### src/design/stripe_pkg.sv
// Striping stage package with bus widths, stripe geometry and the channel payloads
package stripe_pkg;

    // Bus widths
    localparam int ADDR_W     = 32;
    localparam int DATA_W     = 64;
    localparam int ID_W       = 4;
    localparam int LEN_W      = 8;
    localparam int RESP_W     = 2;
    localparam int REGION_W   = 4;
    localparam int BEAT_BYTES = DATA_W / 8;
    localparam int BEAT_SHIFT = $clog2(BEAT_BYTES);

    // Beat counter, holds up to 256 beats
    localparam int CNT_W = LEN_W + 1;

    // Stripe geometry
    localparam int STRIPE_BYTES = 64;
    localparam int STRIPE_SHIFT = $clog2(STRIPE_BYTES);
    localparam int STRIPE_BEATS = STRIPE_BYTES / BEAT_BYTES;
    localparam int N_CHAN       = 4;
    localparam int CHAN_W       = $clog2(N_CHAN);

    // Low address bits inside one stripe
    localparam logic [ADDR_W-1:0] STRIPE_MASK = ADDR_W'(STRIPE_BYTES - 1);

    // Sub-burst record queue
    localparam int META_DEPTH = 8;
    localparam int META_PTR_W = $clog2(META_DEPTH);

    // Response codes, ordered so that the larger value is the worse one
    localparam logic [RESP_W-1:0] RESP_OKAY   = 2'b00;
    localparam logic [RESP_W-1:0] RESP_EXOKAY = 2'b01;
    localparam logic [RESP_W-1:0] RESP_SLVERR = 2'b10;
    localparam logic [RESP_W-1:0] RESP_DECERR = 2'b11;

    typedef logic [LEN_W-1:0]    stripe_len_t;
    typedef logic [CNT_W-1:0]    stripe_cnt_t;
    typedef logic [REGION_W-1:0] stripe_region_t;

    // Address request, AR or AW
    typedef struct packed {
        logic [ADDR_W-1:0] addr;
        stripe_len_t       len;
        logic [ID_W-1:0]   id;
        stripe_region_t    region;
    } stripe_addr_t;

    // One sub-burst record
    typedef struct packed {
        logic        last;
        stripe_len_t len;
    } stripe_meta_t;

    // Read beat
    typedef struct packed {
        logic [DATA_W-1:0] data;
        logic [ID_W-1:0]   id;
        logic [RESP_W-1:0] resp;
        logic              last;
    } stripe_r_t;

    // Write beat
    typedef struct packed {
        logic [DATA_W-1:0]   data;
        logic [DATA_W/8-1:0] strb;
        logic                last;
    } stripe_w_t;

    // Write response
    typedef struct packed {
        logic [ID_W-1:0]   id;
        logic [RESP_W-1:0] resp;
    } stripe_b_t;

endpackage

### src/design/stripe_meta_fifo.sv
// Pointer FIFO holding sub-burst records between a splitter and its merge block
`timescale 1ns/10ps

module stripe_meta_fifo (
    input  logic                     aclk,
    input  logic                     arst_n,

    input  stripe_pkg::stripe_meta_t wr_data,
    input  logic                     wr_valid,
    output logic                     wr_ready,

    output stripe_pkg::stripe_meta_t rd_data,
    output logic                     rd_valid,
    input  logic                     rd_ready
);

    localparam int PTR_W = stripe_pkg::META_PTR_W;

    // Extra top bit tells full from empty
    logic [PTR_W:0]           wr_ptr;
    logic [PTR_W:0]           rd_ptr;
    stripe_pkg::stripe_meta_t mem [stripe_pkg::META_DEPTH];
    logic                     full;
    logic                     empty;
    logic                     push;
    logic                     pop;

    assign empty = (wr_ptr == rd_ptr);
    assign full  = (wr_ptr[PTR_W] != rd_ptr[PTR_W])
                && (wr_ptr[PTR_W-1:0] == rd_ptr[PTR_W-1:0]);

    assign wr_ready = !full;
    assign rd_valid = !empty;
    assign push     = wr_valid && wr_ready;
    assign pop      = rd_valid && rd_ready;

    // Head entry shown directly
    assign rd_data = mem[rd_ptr[PTR_W-1:0]];

    always_ff @(posedge aclk or negedge arst_n) begin
        if (!arst_n) begin
            wr_ptr <= '0;
            rd_ptr <= '0;
        end else begin
            if (push) begin
                wr_ptr <= wr_ptr + 1'b1;
            end
            if (pop) begin
                rd_ptr <= rd_ptr + 1'b1;
            end
        end
    end

    // Storage
    always_ff @(posedge aclk) begin
        if (push) begin
            mem[wr_ptr[PTR_W-1:0]] <= wr_data;
        end
    end

endmodule

### src/design/stripe_split.sv
// Address splitter that cuts one burst request into stripe-aligned sub-bursts
`timescale 1ns/10ps

module stripe_split (
    input  logic                     aclk,
    input  logic                     arst_n,

    // Original request
    input  stripe_pkg::stripe_addr_t s_a,
    input  logic                     s_valid,
    output logic                     s_ready,

    // Sub-burst requests
    output stripe_pkg::stripe_addr_t m_a,
    output logic                     m_valid,
    input  logic                     m_ready,

    // Sub-burst records toward the merge block
    output stripe_pkg::stripe_meta_t meta,
    output logic                     meta_valid,
    input  logic                     meta_ready
);

    logic                          busy;
    logic [stripe_pkg::ADDR_W-1:0] cur_addr;
    logic [stripe_pkg::ID_W-1:0]   cur_id;
    // Beats still to issue, 1 to 256
    stripe_pkg::stripe_cnt_t       remain;
    stripe_pkg::stripe_cnt_t       to_bound;
    stripe_pkg::stripe_cnt_t       piece;
    logic                          piece_last;
    logic [stripe_pkg::ADDR_W-1:0] next_addr;
    logic                          accept;
    logic                          take;

    // Beats left up to the next stripe boundary
    assign to_bound = stripe_pkg::stripe_cnt_t'(stripe_pkg::STRIPE_BEATS)
                    - stripe_pkg::stripe_cnt_t'(
                          cur_addr[stripe_pkg::STRIPE_SHIFT-1:stripe_pkg::BEAT_SHIFT]);

    // Piece ends at the boundary or at the burst end
    assign piece_last = (remain <= to_bound);
    assign piece      = piece_last ? remain : to_bound;

    // First byte of the following stripe
    assign next_addr = (cur_addr | stripe_pkg::STRIPE_MASK) + 1'b1;

    // Idle splitter takes a new request
    assign s_ready = !busy;
    assign accept  = s_valid && s_ready;

    // Piece offered only while its record has room
    assign m_valid    = busy && meta_ready;
    // Record pushed together with the accepted piece
    assign meta_valid = busy && m_ready;
    assign take       = m_valid && m_ready;

    always_comb begin
        m_a.addr   = cur_addr;
        m_a.len    = stripe_pkg::stripe_len_t'(piece - 1'b1);
        m_a.id     = cur_id;
        // Channel taken from the stripe number
        m_a.region = stripe_pkg::stripe_region_t'(
                         cur_addr[stripe_pkg::STRIPE_SHIFT +: stripe_pkg::CHAN_W]);
    end

    always_comb begin
        meta.last = piece_last;
        meta.len  = m_a.len;
    end

    // Busy from request accept to the final piece
    always_ff @(posedge aclk or negedge arst_n) begin
        if (!arst_n) begin
            busy <= 1'b0;
        end else if (accept) begin
            busy <= 1'b1;
        end else if (take && piece_last) begin
            busy <= 1'b0;
        end
    end

    // Walk address and beat count piece by piece
    always_ff @(posedge aclk) begin
        if (accept) begin
            cur_addr <= s_a.addr;
            cur_id   <= s_a.id;
            remain   <= stripe_pkg::stripe_cnt_t'(s_a.len) + 1'b1;
        end else if (take) begin
            cur_addr <= next_addr;
            remain   <= remain - piece;
        end
    end

endmodule

### src/design/stripe_rd_merge.sv
// Read merge that joins the sub-burst read data back into the original burst
`timescale 1ns/10ps

module stripe_rd_merge (
    input  logic                     aclk,
    input  logic                     arst_n,

    // Records from the read splitter
    input  stripe_pkg::stripe_meta_t meta,
    input  logic                     meta_valid,
    output logic                     meta_ready,

    // Downstream read data
    input  stripe_pkg::stripe_r_t    m_r,
    input  logic                     m_r_valid,
    output logic                     m_r_ready,

    // Upstream read data
    output stripe_pkg::stripe_r_t    s_r,
    output logic                     s_r_valid,
    input  logic                     s_r_ready
);

    stripe_pkg::stripe_meta_t head;
    logic                     head_valid;
    logic                     head_pop;

    stripe_meta_fifo i_fifo (
        .aclk     (aclk),
        .arst_n   (arst_n),
        .wr_data  (meta),
        .wr_valid (meta_valid),
        .wr_ready (meta_ready),
        .rd_data  (head),
        .rd_valid (head_valid),
        .rd_ready (head_pop)
    );

    // No record queued means data is held back
    assign s_r_valid = m_r_valid && head_valid;
    assign m_r_ready = s_r_ready && head_valid;

    // rlast only survives on the final piece
    always_comb begin
        s_r      = m_r;
        s_r.last = m_r.last & head.last;
    end

    // Record retires with the piece's last beat
    assign head_pop = m_r_valid && m_r_ready && m_r.last;

endmodule

### src/design/stripe_wr_merge.sv
// Write merge with wlast placed per sub-burst and B responses folded per burst
`timescale 1ns/10ps

module stripe_wr_merge (
    input  logic                     aclk,
    input  logic                     arst_n,

    // Records from the write splitter
    input  stripe_pkg::stripe_meta_t meta,
    input  logic                     meta_valid,
    output logic                     meta_ready,

    // Upstream write data
    input  stripe_pkg::stripe_w_t    s_w,
    input  logic                     s_w_valid,
    output logic                     s_w_ready,

    // Downstream write data
    output stripe_pkg::stripe_w_t    m_w,
    output logic                     m_w_valid,
    input  logic                     m_w_ready,

    // Downstream responses
    input  stripe_pkg::stripe_b_t    m_b,
    input  logic                     m_b_valid,
    output logic                     m_b_ready,

    // Upstream response
    output stripe_pkg::stripe_b_t    s_b,
    output logic                     s_b_valid,
    input  logic                     s_b_ready
);

    stripe_pkg::stripe_meta_t      w_head;
    logic                          w_head_valid;
    logic                          w_head_pop;
    logic                          w_wr_ready;
    stripe_pkg::stripe_meta_t      b_head;
    logic                          b_head_valid;
    logic                          b_head_pop;
    logic                          b_wr_ready;
    stripe_pkg::stripe_len_t       beat_cnt;
    logic                          w_take;
    logic [stripe_pkg::RESP_W-1:0] acc_resp;
    logic [stripe_pkg::RESP_W-1:0] folded;
    logic                          b_take;

    // One push lands in both queues
    assign meta_ready = w_wr_ready && b_wr_ready;

    stripe_meta_fifo i_w_fifo (
        .aclk     (aclk),
        .arst_n   (arst_n),
        .wr_data  (meta),
        .wr_valid (meta_valid && b_wr_ready),
        .wr_ready (w_wr_ready),
        .rd_data  (w_head),
        .rd_valid (w_head_valid),
        .rd_ready (w_head_pop)
    );

    stripe_meta_fifo i_b_fifo (
        .aclk     (aclk),
        .arst_n   (arst_n),
        .wr_data  (meta),
        .wr_valid (meta_valid && w_wr_ready),
        .wr_ready (b_wr_ready),
        .rd_data  (b_head),
        .rd_valid (b_head_valid),
        .rd_ready (b_head_pop)
    );

    // W path waits for the piece record
    assign m_w_valid = s_w_valid && w_head_valid;
    assign s_w_ready = m_w_ready && w_head_valid;
    assign w_take    = m_w_valid && m_w_ready;

    // wlast rebuilt from the piece length
    always_comb begin
        m_w.data = s_w.data;
        m_w.strb = s_w.strb;
        m_w.last = (beat_cnt == w_head.len);
    end

    assign w_head_pop = w_take && m_w.last;

    // Beat index within the current piece
    always_ff @(posedge aclk or negedge arst_n) begin
        if (!arst_n) begin
            beat_cnt <= '0;
        end else if (w_take) begin
            beat_cnt <= m_w.last ? '0 : beat_cnt + 1'b1;
        end
    end

    // B accepted at once unless the folded B is still pending
    assign m_b_ready  = b_head_valid && !s_b_valid;
    assign b_take     = m_b_valid && m_b_ready;
    assign b_head_pop = b_take;

    // Worst response so far
    assign folded = (m_b.resp > acc_resp) ? m_b.resp : acc_resp;

    always_ff @(posedge aclk or negedge arst_n) begin
        if (!arst_n) begin
            acc_resp  <= stripe_pkg::RESP_OKAY;
            s_b_valid <= 1'b0;
        end else begin
            if (b_take) begin
                // Restart the fold after the final piece
                acc_resp <= b_head.last ? stripe_pkg::RESP_OKAY : folded;
            end
            if (b_take && b_head.last) begin
                s_b_valid <= 1'b1;
            end else if (s_b_ready) begin
                s_b_valid <= 1'b0;
            end
        end
    end

    // Folded response, id from the final piece
    always_ff @(posedge aclk) begin
        if (b_take && b_head.last) begin
            s_b.id   <= m_b.id;
            s_b.resp <= folded;
        end
    end

endmodule

### src/design/axi_stripe.sv
// Address striping stage between one AXI master and an interleaved memory fabric
`timescale 1ns/10ps

module axi_stripe (
    input  logic                     aclk,
    input  logic                     arst_n,

    // Upstream, toward the master
    input  stripe_pkg::stripe_addr_t s_ar,
    input  logic                     s_ar_valid,
    output logic                     s_ar_ready,
    output stripe_pkg::stripe_r_t    s_r,
    output logic                     s_r_valid,
    input  logic                     s_r_ready,
    input  stripe_pkg::stripe_addr_t s_aw,
    input  logic                     s_aw_valid,
    output logic                     s_aw_ready,
    input  stripe_pkg::stripe_w_t    s_w,
    input  logic                     s_w_valid,
    output logic                     s_w_ready,
    output stripe_pkg::stripe_b_t    s_b,
    output logic                     s_b_valid,
    input  logic                     s_b_ready,

    // Downstream, toward the fabric
    output stripe_pkg::stripe_addr_t m_ar,
    output logic                     m_ar_valid,
    input  logic                     m_ar_ready,
    input  stripe_pkg::stripe_r_t    m_r,
    input  logic                     m_r_valid,
    output logic                     m_r_ready,
    output stripe_pkg::stripe_addr_t m_aw,
    output logic                     m_aw_valid,
    input  logic                     m_aw_ready,
    output stripe_pkg::stripe_w_t    m_w,
    output logic                     m_w_valid,
    input  logic                     m_w_ready,
    input  stripe_pkg::stripe_b_t    m_b,
    input  logic                     m_b_valid,
    output logic                     m_b_ready
);

    // Read records
    stripe_pkg::stripe_meta_t ar_meta;
    logic                     ar_meta_valid;
    logic                     ar_meta_ready;

    // Write records
    stripe_pkg::stripe_meta_t aw_meta;
    logic                     aw_meta_valid;
    logic                     aw_meta_ready;

    // AR
    stripe_split i_split_ar (
        .aclk       (aclk),
        .arst_n     (arst_n),
        .s_a        (s_ar),
        .s_valid    (s_ar_valid),
        .s_ready    (s_ar_ready),
        .m_a        (m_ar),
        .m_valid    (m_ar_valid),
        .m_ready    (m_ar_ready),
        .meta       (ar_meta),
        .meta_valid (ar_meta_valid),
        .meta_ready (ar_meta_ready)
    );

    // R
    stripe_rd_merge i_rd_merge (
        .aclk       (aclk),
        .arst_n     (arst_n),
        .meta       (ar_meta),
        .meta_valid (ar_meta_valid),
        .meta_ready (ar_meta_ready),
        .m_r        (m_r),
        .m_r_valid  (m_r_valid),
        .m_r_ready  (m_r_ready),
        .s_r        (s_r),
        .s_r_valid  (s_r_valid),
        .s_r_ready  (s_r_ready)
    );

    // AW
    stripe_split i_split_aw (
        .aclk       (aclk),
        .arst_n     (arst_n),
        .s_a        (s_aw),
        .s_valid    (s_aw_valid),
        .s_ready    (s_aw_ready),
        .m_a        (m_aw),
        .m_valid    (m_aw_valid),
        .m_ready    (m_aw_ready),
        .meta       (aw_meta),
        .meta_valid (aw_meta_valid),
        .meta_ready (aw_meta_ready)
    );

    // W and B
    stripe_wr_merge i_wr_merge (
        .aclk       (aclk),
        .arst_n     (arst_n),
        .meta       (aw_meta),
        .meta_valid (aw_meta_valid),
        .meta_ready (aw_meta_ready),
        .s_w        (s_w),
        .s_w_valid  (s_w_valid),
        .s_w_ready  (s_w_ready),
        .m_w        (m_w),
        .m_w_valid  (m_w_valid),
        .m_w_ready  (m_w_ready),
        .m_b        (m_b),
        .m_b_valid  (m_b_valid),
        .m_b_ready  (m_b_ready),
        .s_b        (s_b),
        .s_b_valid  (s_b_valid),
        .s_b_ready  (s_b_ready)
    );

endmodule

### config.mk
export PLATFORM = sky130hd
export DESIGN_NAME = axi_stripe
export DESIGN_NICKNAME = d
export VERILOG_FILES = /design/src/design/stripe_pkg.sv /design/src/design/stripe_meta_fifo.sv /design/src/design/stripe_split.sv /design/src/design/stripe_rd_merge.sv /design/src/design/stripe_wr_merge.sv /design/src/design/axi_stripe.sv
export SDC_FILE = /design/constraint.sdc
export NUM_CORES = 1
export LEC_CHECK = 0
export BUFFER_PORTS_ARGS = -buffer_cell sky130_fd_sc_hd__buf_4
export CAP_MARGIN = 15
export CORE_ASPECT_RATIO = 1.5
export CORE_MARGIN = 4
export CORE_UTILIZATION = 30
export CTS_CLUSTER_DIAMETER = 60
export DETAILED_ROUTE_END_ITERATION = 8
export PLACE_DENSITY = 0.52
export SLEW_MARGIN = 20
export SYNTH_ARGS = -nofsm -noshare
export SYNTH_HDL_FRONTEND = slang
export SYNTH_HIERARCHICAL = 1
export SYNTH_SLANG_ARGS = --single-unit
### constraint.sdc
create_clock -name aclk -period 7 [get_ports aclk]
set_input_delay 1.75 -clock aclk [delete_from_list [all_inputs] [get_ports aclk]]
set_output_delay 1.75 -clock aclk [all_outputs]
set_load 0.02 [all_outputs]
Word-level counts from Yosys, hierarchy flattened
Memories as Yosys holds them, arrays and structs flattened.
Cells that the tools add are included.
{"block": "totals", "ff_bits": 133, "mem_bits_rw": 216, "in_bits": 258, "out_inout_bits": 256, "word_cells": 125, "memories": 3}
{"block": "op_classes", "n_addsub": 17, "magnitude_cmp": 3, "n_eq_ne": 10, "n_mux": 25, "n_bitwise": 1, "n_reduce_logical": 47}
{"memory": "i_rd_merge.i_fifo.mem", "depth": 8, "word_bits": 9, "read_ports": 1, "rd_ports_with_merged_regs": 0, "write_ports": 1, "line": "stripe_meta_fifo.sv:22", "text": "stripe_pkg::stripe_meta_t mem [stripe_pkg::META_DEPTH];"}
{"memory": "i_wr_merge.i_b_fifo.mem", "depth": 8, "word_bits": 9, "read_ports": 1, "rd_ports_with_merged_regs": 0, "write_ports": 1, "line": "stripe_meta_fifo.sv:22"}
{"memory": "i_wr_merge.i_w_fifo.mem", "depth": 8, "word_bits": 9, "read_ports": 1, "rd_ports_with_merged_regs": 0, "write_ports": 1, "line": "stripe_meta_fifo.sv:22"}
{"op": "$mux W32", "count": 4}
{"op": "$add A32 B1 Y32 const B", "count": 2}
{"op": "$mux W9", "count": 6}
{"op": "$logic_and A1 B1 Y1", "count": 33}
{"op": "$add A4 B1 Y4 const B", "count": 6}
{"op": "$add A8 B1 Y9 const B", "count": 2}
{"op": "$le A9 B9 Y1", "count": 2}
{"op": "$sub A9 B9 Y9", "count": 2}
{"op": "$sub A8 B1 Y8 const B", "count": 2}
{"op": "$eq A4 B4 Y1", "count": 3}
{"op": "$mux W1", "count": 12}
{"op": "$reduce_bool A2 Y1", "count": 5}
{"op": "$sub A4 B3 Y5 const A", "count": 2}
{"op": "$eq A3 B3 Y1", "count": 3}
{"op": "$logic_not A1 Y1", "count": 9}
{"op": "$add A8 B1 Y8 const B", "count": 1}
{"op": "$eq A8 B8 Y1", "count": 1}
{"op": "$mux W8", "count": 1}
{"op": "$mux W2", "count": 2}
{"op": "$ne A1 B1 Y1", "count": 3}
{"op": "$gt A2 B2 Y1", "count": 1}
{"op": "$and A1 B1 Y1", "count": 1}

Depth between registers and ports, before layout
{"block": "logic_depth", "word_depth": 9, "mapped_depth": 18, "ltp_nobuf": 18}

Hierarchy
Netlist, hierarchy kept.
{"module": "stripe_meta_fifo", "n_inst": 3, "cells_per_inst": 165, "area_each_um2": 3387.0, "seq_area_each_um2": 2362.3}
{"module": "stripe_split (i_split_ar)", "n_inst": 1, "cells_per_inst": 304, "area_each_um2": 2992.9, "seq_area_each_um2": 1376.3}
{"module": "stripe_split (i_split_aw)", "n_inst": 1, "cells_per_inst": 300, "area_each_um2": 2991.6, "seq_area_each_um2": 1376.3}
{"module": "stripe_wr_merge", "n_inst": 1, "cells_per_inst": 163, "area_each_um2": 1475.2, "seq_area_each_um2": 455.4}
{"module": "stripe_rd_merge", "n_inst": 1, "cells_per_inst": 74, "area_each_um2": 554.3, "seq_area_each_um2": 0.0}

Least setup slack after synthesis
No wires, ideal clock.
{"block": "synth_timing", "path_type": "reg-to-output", "startpoint": "reg i_split_ar/cur_addr[3] (netlist bit)", "endpoint": "out m_ar[10] (netlist bit)", "arrival_time_ps": 3081, "required_ps": 5250, "path_slack_ps": 2169, "stages_incl_launch_ff": 13, "n_path_buf": 0, "cell_sequence": "edfxtp_1 inv_1 ha_1 xnor2_1 inv_1 ha_1 o21ai_0 a21oi_1 o41ai_4 nand2_1 o21a_1 ha_1 xnor2_1"}
{"item": "from (decl)", "line": "stripe_split.sv:25", "text": "logic [stripe_pkg::ADDR_W-1:0] cur_addr;"}
{"item": "from (signal assigned)", "line": "stripe_split.sv:86", "text": "cur_addr <= s_a.addr;"}
{"item": "from (signal assigned)", "line": "stripe_split.sv:90", "text": "cur_addr <= next_addr;"}
{"item": "to (decl)", "line": "axi_stripe.sv:26", "text": "output stripe_pkg::stripe_addr_t m_ar,"}

==> impl_results.rst <==
.. list-table::
   :header-rows: 1

   * - Metric
     - Value
   * - Clock latency of the later-clocked register in the worst-skew pair
     - ~0.56 ns
   * - Commonest cells after routing, fill and taps aside
     - sky130_fd_sc_hd__buf_4, sky130_fd_sc_hd__edfxtp_1, sky130_fd_sc_hd__nand2_1
   * - Residual DRC count
     - 0
   * - Per-cell routed wire length
     - about 17 µm
   * - Overflow left after global routing
     - 0
   * - Internal reg-to-reg setup slack
     - 2.54 ns
   * - Post-Place Setup Slack
     - approximately 1.3 ns
   * - Share of the core filled with cells
     - around 34%
   * - Via density
     - about 4.7
   * - Root cell of the clock tree
     - sky130_fd_sc_hd__clkbuf_16
   * - Worst hold stages
     - 2
   * - Maximum clock rate
     - roughly 0.16 GHz
   * - Length in cells of the worst reg-to-reg path
     - 16
   * - Combined global-route utilization of all metal layers
     - roughly an eighth
   * - Arrival time of data at the critical path endpoint
     - approximately 4.4 ns
   * - Max-Slew Margin vs Limit
     - about 29%
   * - Floorplan die height
     - 263 µm
   * - Total power
     - 6.52 mW
   * - Core outline area
     - 0.0429 mm²
   * - Worst Path Max Fanout
     - 13
   * - Worst clock skew on the final layout
     - about 0.019 ns
   * - I/O Pins
     - roughly 510
   * - Final critical path time including I/O delays and setup
     - 6.18 ns
   * - Last weighted congestion value of the routability-driven placer
     - 0.764
   * - Terminus of the critical flop-to-flop path
     - i_split_aw/remain[6]$_DFFE_PP_
   * - Worst path required time
     - roughly 5.3 ns
   * - Element type at the critical path start
     - register
   * - Clock Pin Slew Worst Setup and Hold Paths
     - ~0.060 ns
   * - Gate count of the mapped netlist
     - 1141
   * - Horizontal die dimension
     - 178 µm
   * - Number of clock sinks
     - 213
   * - Worst-Margin Slew
     - 1.06 ns
   * - Power density relative to cell area
     - 441 mW/mm²
   * - Detailed Route Iter0 Violations
     - between 300 and 400
   * - Hold_buf cts
     - 0
   * - First-pass DRT Iterations
     - 4
   * - Run status
     - completed
   * - Setup slack of the critical path after layout
     - between 0.8 and 0.9 ns
   * - Post-CTS setup buffer count
     - 0
   * - Aggregate negative setup slack
     - 0 ns
   * - Post-route non-filler standard cell count
     - approximately 1800
   * - R2r startpoint
     - i_split_aw/cur_addr[3]$_SDFFCE_PN0P_
   * - Layout cell share with drive strength beyond 1
     - 26.8%
   * - Via count of the first global-routing pass
     - 8756
   * - Leading cell type in the layout, fill and taps excluded
     - sky130_fd_sc_hd__buf_4
   * - Post-CTS resize count
     - 0
   * - Routed vias
     - around 8400
   * - Starting density of the core
     - a little under a third
   * - Clock tree from TritonCTS
     - yes
   * - First-pass GRT wire length
     - slightly below 50 mm
   * - Placed Instances
     - about 1700
   * - Worst min-delay path category
     - register to register
   * - Net count of the finished layout
     - roughly 1500
   * - Final Slew Violations
     - 0
   * - Hold Crit Endpoint
     - i_wr_merge/acc_resp[0]$_DFFE_PN0P_
   * - Synthesized area divided by synthesized cell count
     - about 11 µm²
   * - Hold slack final
     - around 0.56 ns
   * - Placement-stage cell area
     - ~0.014 mm²
   * - Number of max-cap violations
     - 0
   * - Number of port buffers
     - between 200 and 250
   * - Worst hold start
     - i_wr_merge/acc_resp[0]$_DFFE_PN0P_
   * - Cell row count
     - a little over 90
   * - Area of the mapped netlist
     - between 0.01 and 0.015 mm²
   * - Highest ir drop seen on vdd
     - just over 0.2 mV
   * - Maximum level of the CTS H-tree
     - 1
   * - Pin count of the biggest net entering global routing
     - 72
   * - Final setup violation count
     - 0
   * - Setup repair after global routing missed its margin
     - false
   * - Non-Filler Cell Area, Final
     - 0.0148 mm²
   * - Initial antenna violation count
     - 2
   * - Static leakage
     - 5.46 nW
   * - CTS Buffer Depth
     - 3
   * - Critical path endpoint category
     - primary output
   * - Number of hold-slack violations in the final timing report
     - 0
   * - Layout overhead on the synthesized area
     - 13.9%
   * - Antenna-violating nets left
     - 0
   * - Die area
     - around 0.047 mm²
   * - Tcrit/Tclk final
     - between 80% and 90%
   * - Yosys Warn Count
     - 6
   * - CTS buffer count
     - 28
   * - Total wire length after detailed routing
     - 31.0 mm
   * - Critical path class
     - register to primary output
   * - DP HPWL
     - 22.7 mm
flip-flops by register name, indices dropped and copies added (netlist names):
name and flops:
i_split_ar/busy 1, i_rd_merge/i_fifo/wr_ptr 4, i_wr_merge/acc_resp 2, i_split_aw/remain 9, i_split_aw/cur_addr 32, i_split_ar/remain 9
i_rd_merge/i_fifo/rd_ptr 4, i_wr_merge/i_w_fifo/rd_ptr 4, i_wr_merge/i_w_fifo/mem 64, i_wr_merge/i_b_fifo/mem 8, i_wr_merge/i_w_fifo/wr_ptr 4, i_split_aw/cur_id 4
i_split_ar/cur_addr 32, i_split_ar/cur_id 4, i_wr_merge/s_b 6, i_wr_merge/s_b_valid 1, i_wr_merge/i_b_fifo/rd_ptr 4, i_wr_merge/i_b_fifo/wr_ptr 4
i_rd_merge/i_fifo/mem 8, i_wr_merge/beat_cnt 8, i_split_aw/busy 1
critical path, stage by stage, from the launching register on:
cell	delay [ns]
sky130_fd_sc_hd__edfxtp_1	0.40
sky130_fd_sc_hd__inv_1	0.12
sky130_fd_sc_hd__ha_1	0.22
sky130_fd_sc_hd__xnor2_1	0.25
sky130_fd_sc_hd__inv_1	0.12
sky130_fd_sc_hd__ha_1	0.30
sky130_fd_sc_hd__o21ai_0	0.14
sky130_fd_sc_hd__a21oi_1	0.09
sky130_fd_sc_hd__o41ai_4	0.74
sky130_fd_sc_hd__nand2_1	0.15
sky130_fd_sc_hd__o21a_1	0.25
sky130_fd_sc_hd__ha_1	0.28
sky130_fd_sc_hd__xnor2_1	0.55
sky130_fd_sc_hd__buf_4	0.26
where the power goes:
group	total, mW	internal [mW]	leakage [nW]	switching (mW)
clock	1.39	0.796	0.446	0.590
combinational	2.66	1.12	2.89	1.54
sequential	2.48	2.01	2.13	0.466
layer usage:
layer | share of wire (%) | GRT usage, % | vias up
li1 | - | - | 4030
met5 | 0.55 | 2.24 | -
met4 | 2.2 | 3.72 | 8
met1 | 38 | 14.4 | 3970
met3 | 9.3 | 5.58 | 57
met2 | 50 | 21.9 | 287
final cells by class:
type	count	area, µm²
Sequential cell	213	6210
Tap cell	570	713
Timing Repair Buffer	222	1670
Fill cell	4305	28100
Clock buffer	35	768
Clock inverter	17	145
Multi-Input combinational cell	684	5140
Inverter	42	159
Antenna cell	1	2.50
worst max path at each step:
stage | slack, ns | to | cells past startpoint | start
finish | 0.82 | m_aw[10] | 13 | i_split_aw/cur_addr[3]$_SDFFCE_PN0P_
global route | 0.42 | m_aw[10] | 13 | i_split_aw/cur_addr[3]$_SDFFCE_PN0P_
CTS | 0.70 | m_aw[10] | 13 | i_split_aw/cur_addr[3]$_SDFFCE_PN0P_
detailed placement | 1.32 | m_aw[10] | 13 | i_split_aw/cur_addr[3]$_SDFFCE_PN0P_
global placement | 1.39 | m_aw[10] | 13 | i_split_aw/cur_addr[3]$_SDFFCE_PN0P_
floorplan | 2.17 | m_aw[10] | 12 | i_split_aw/cur_addr[3]$_SDFFCE_PN0P_
(Power assumes the default switching activity.)
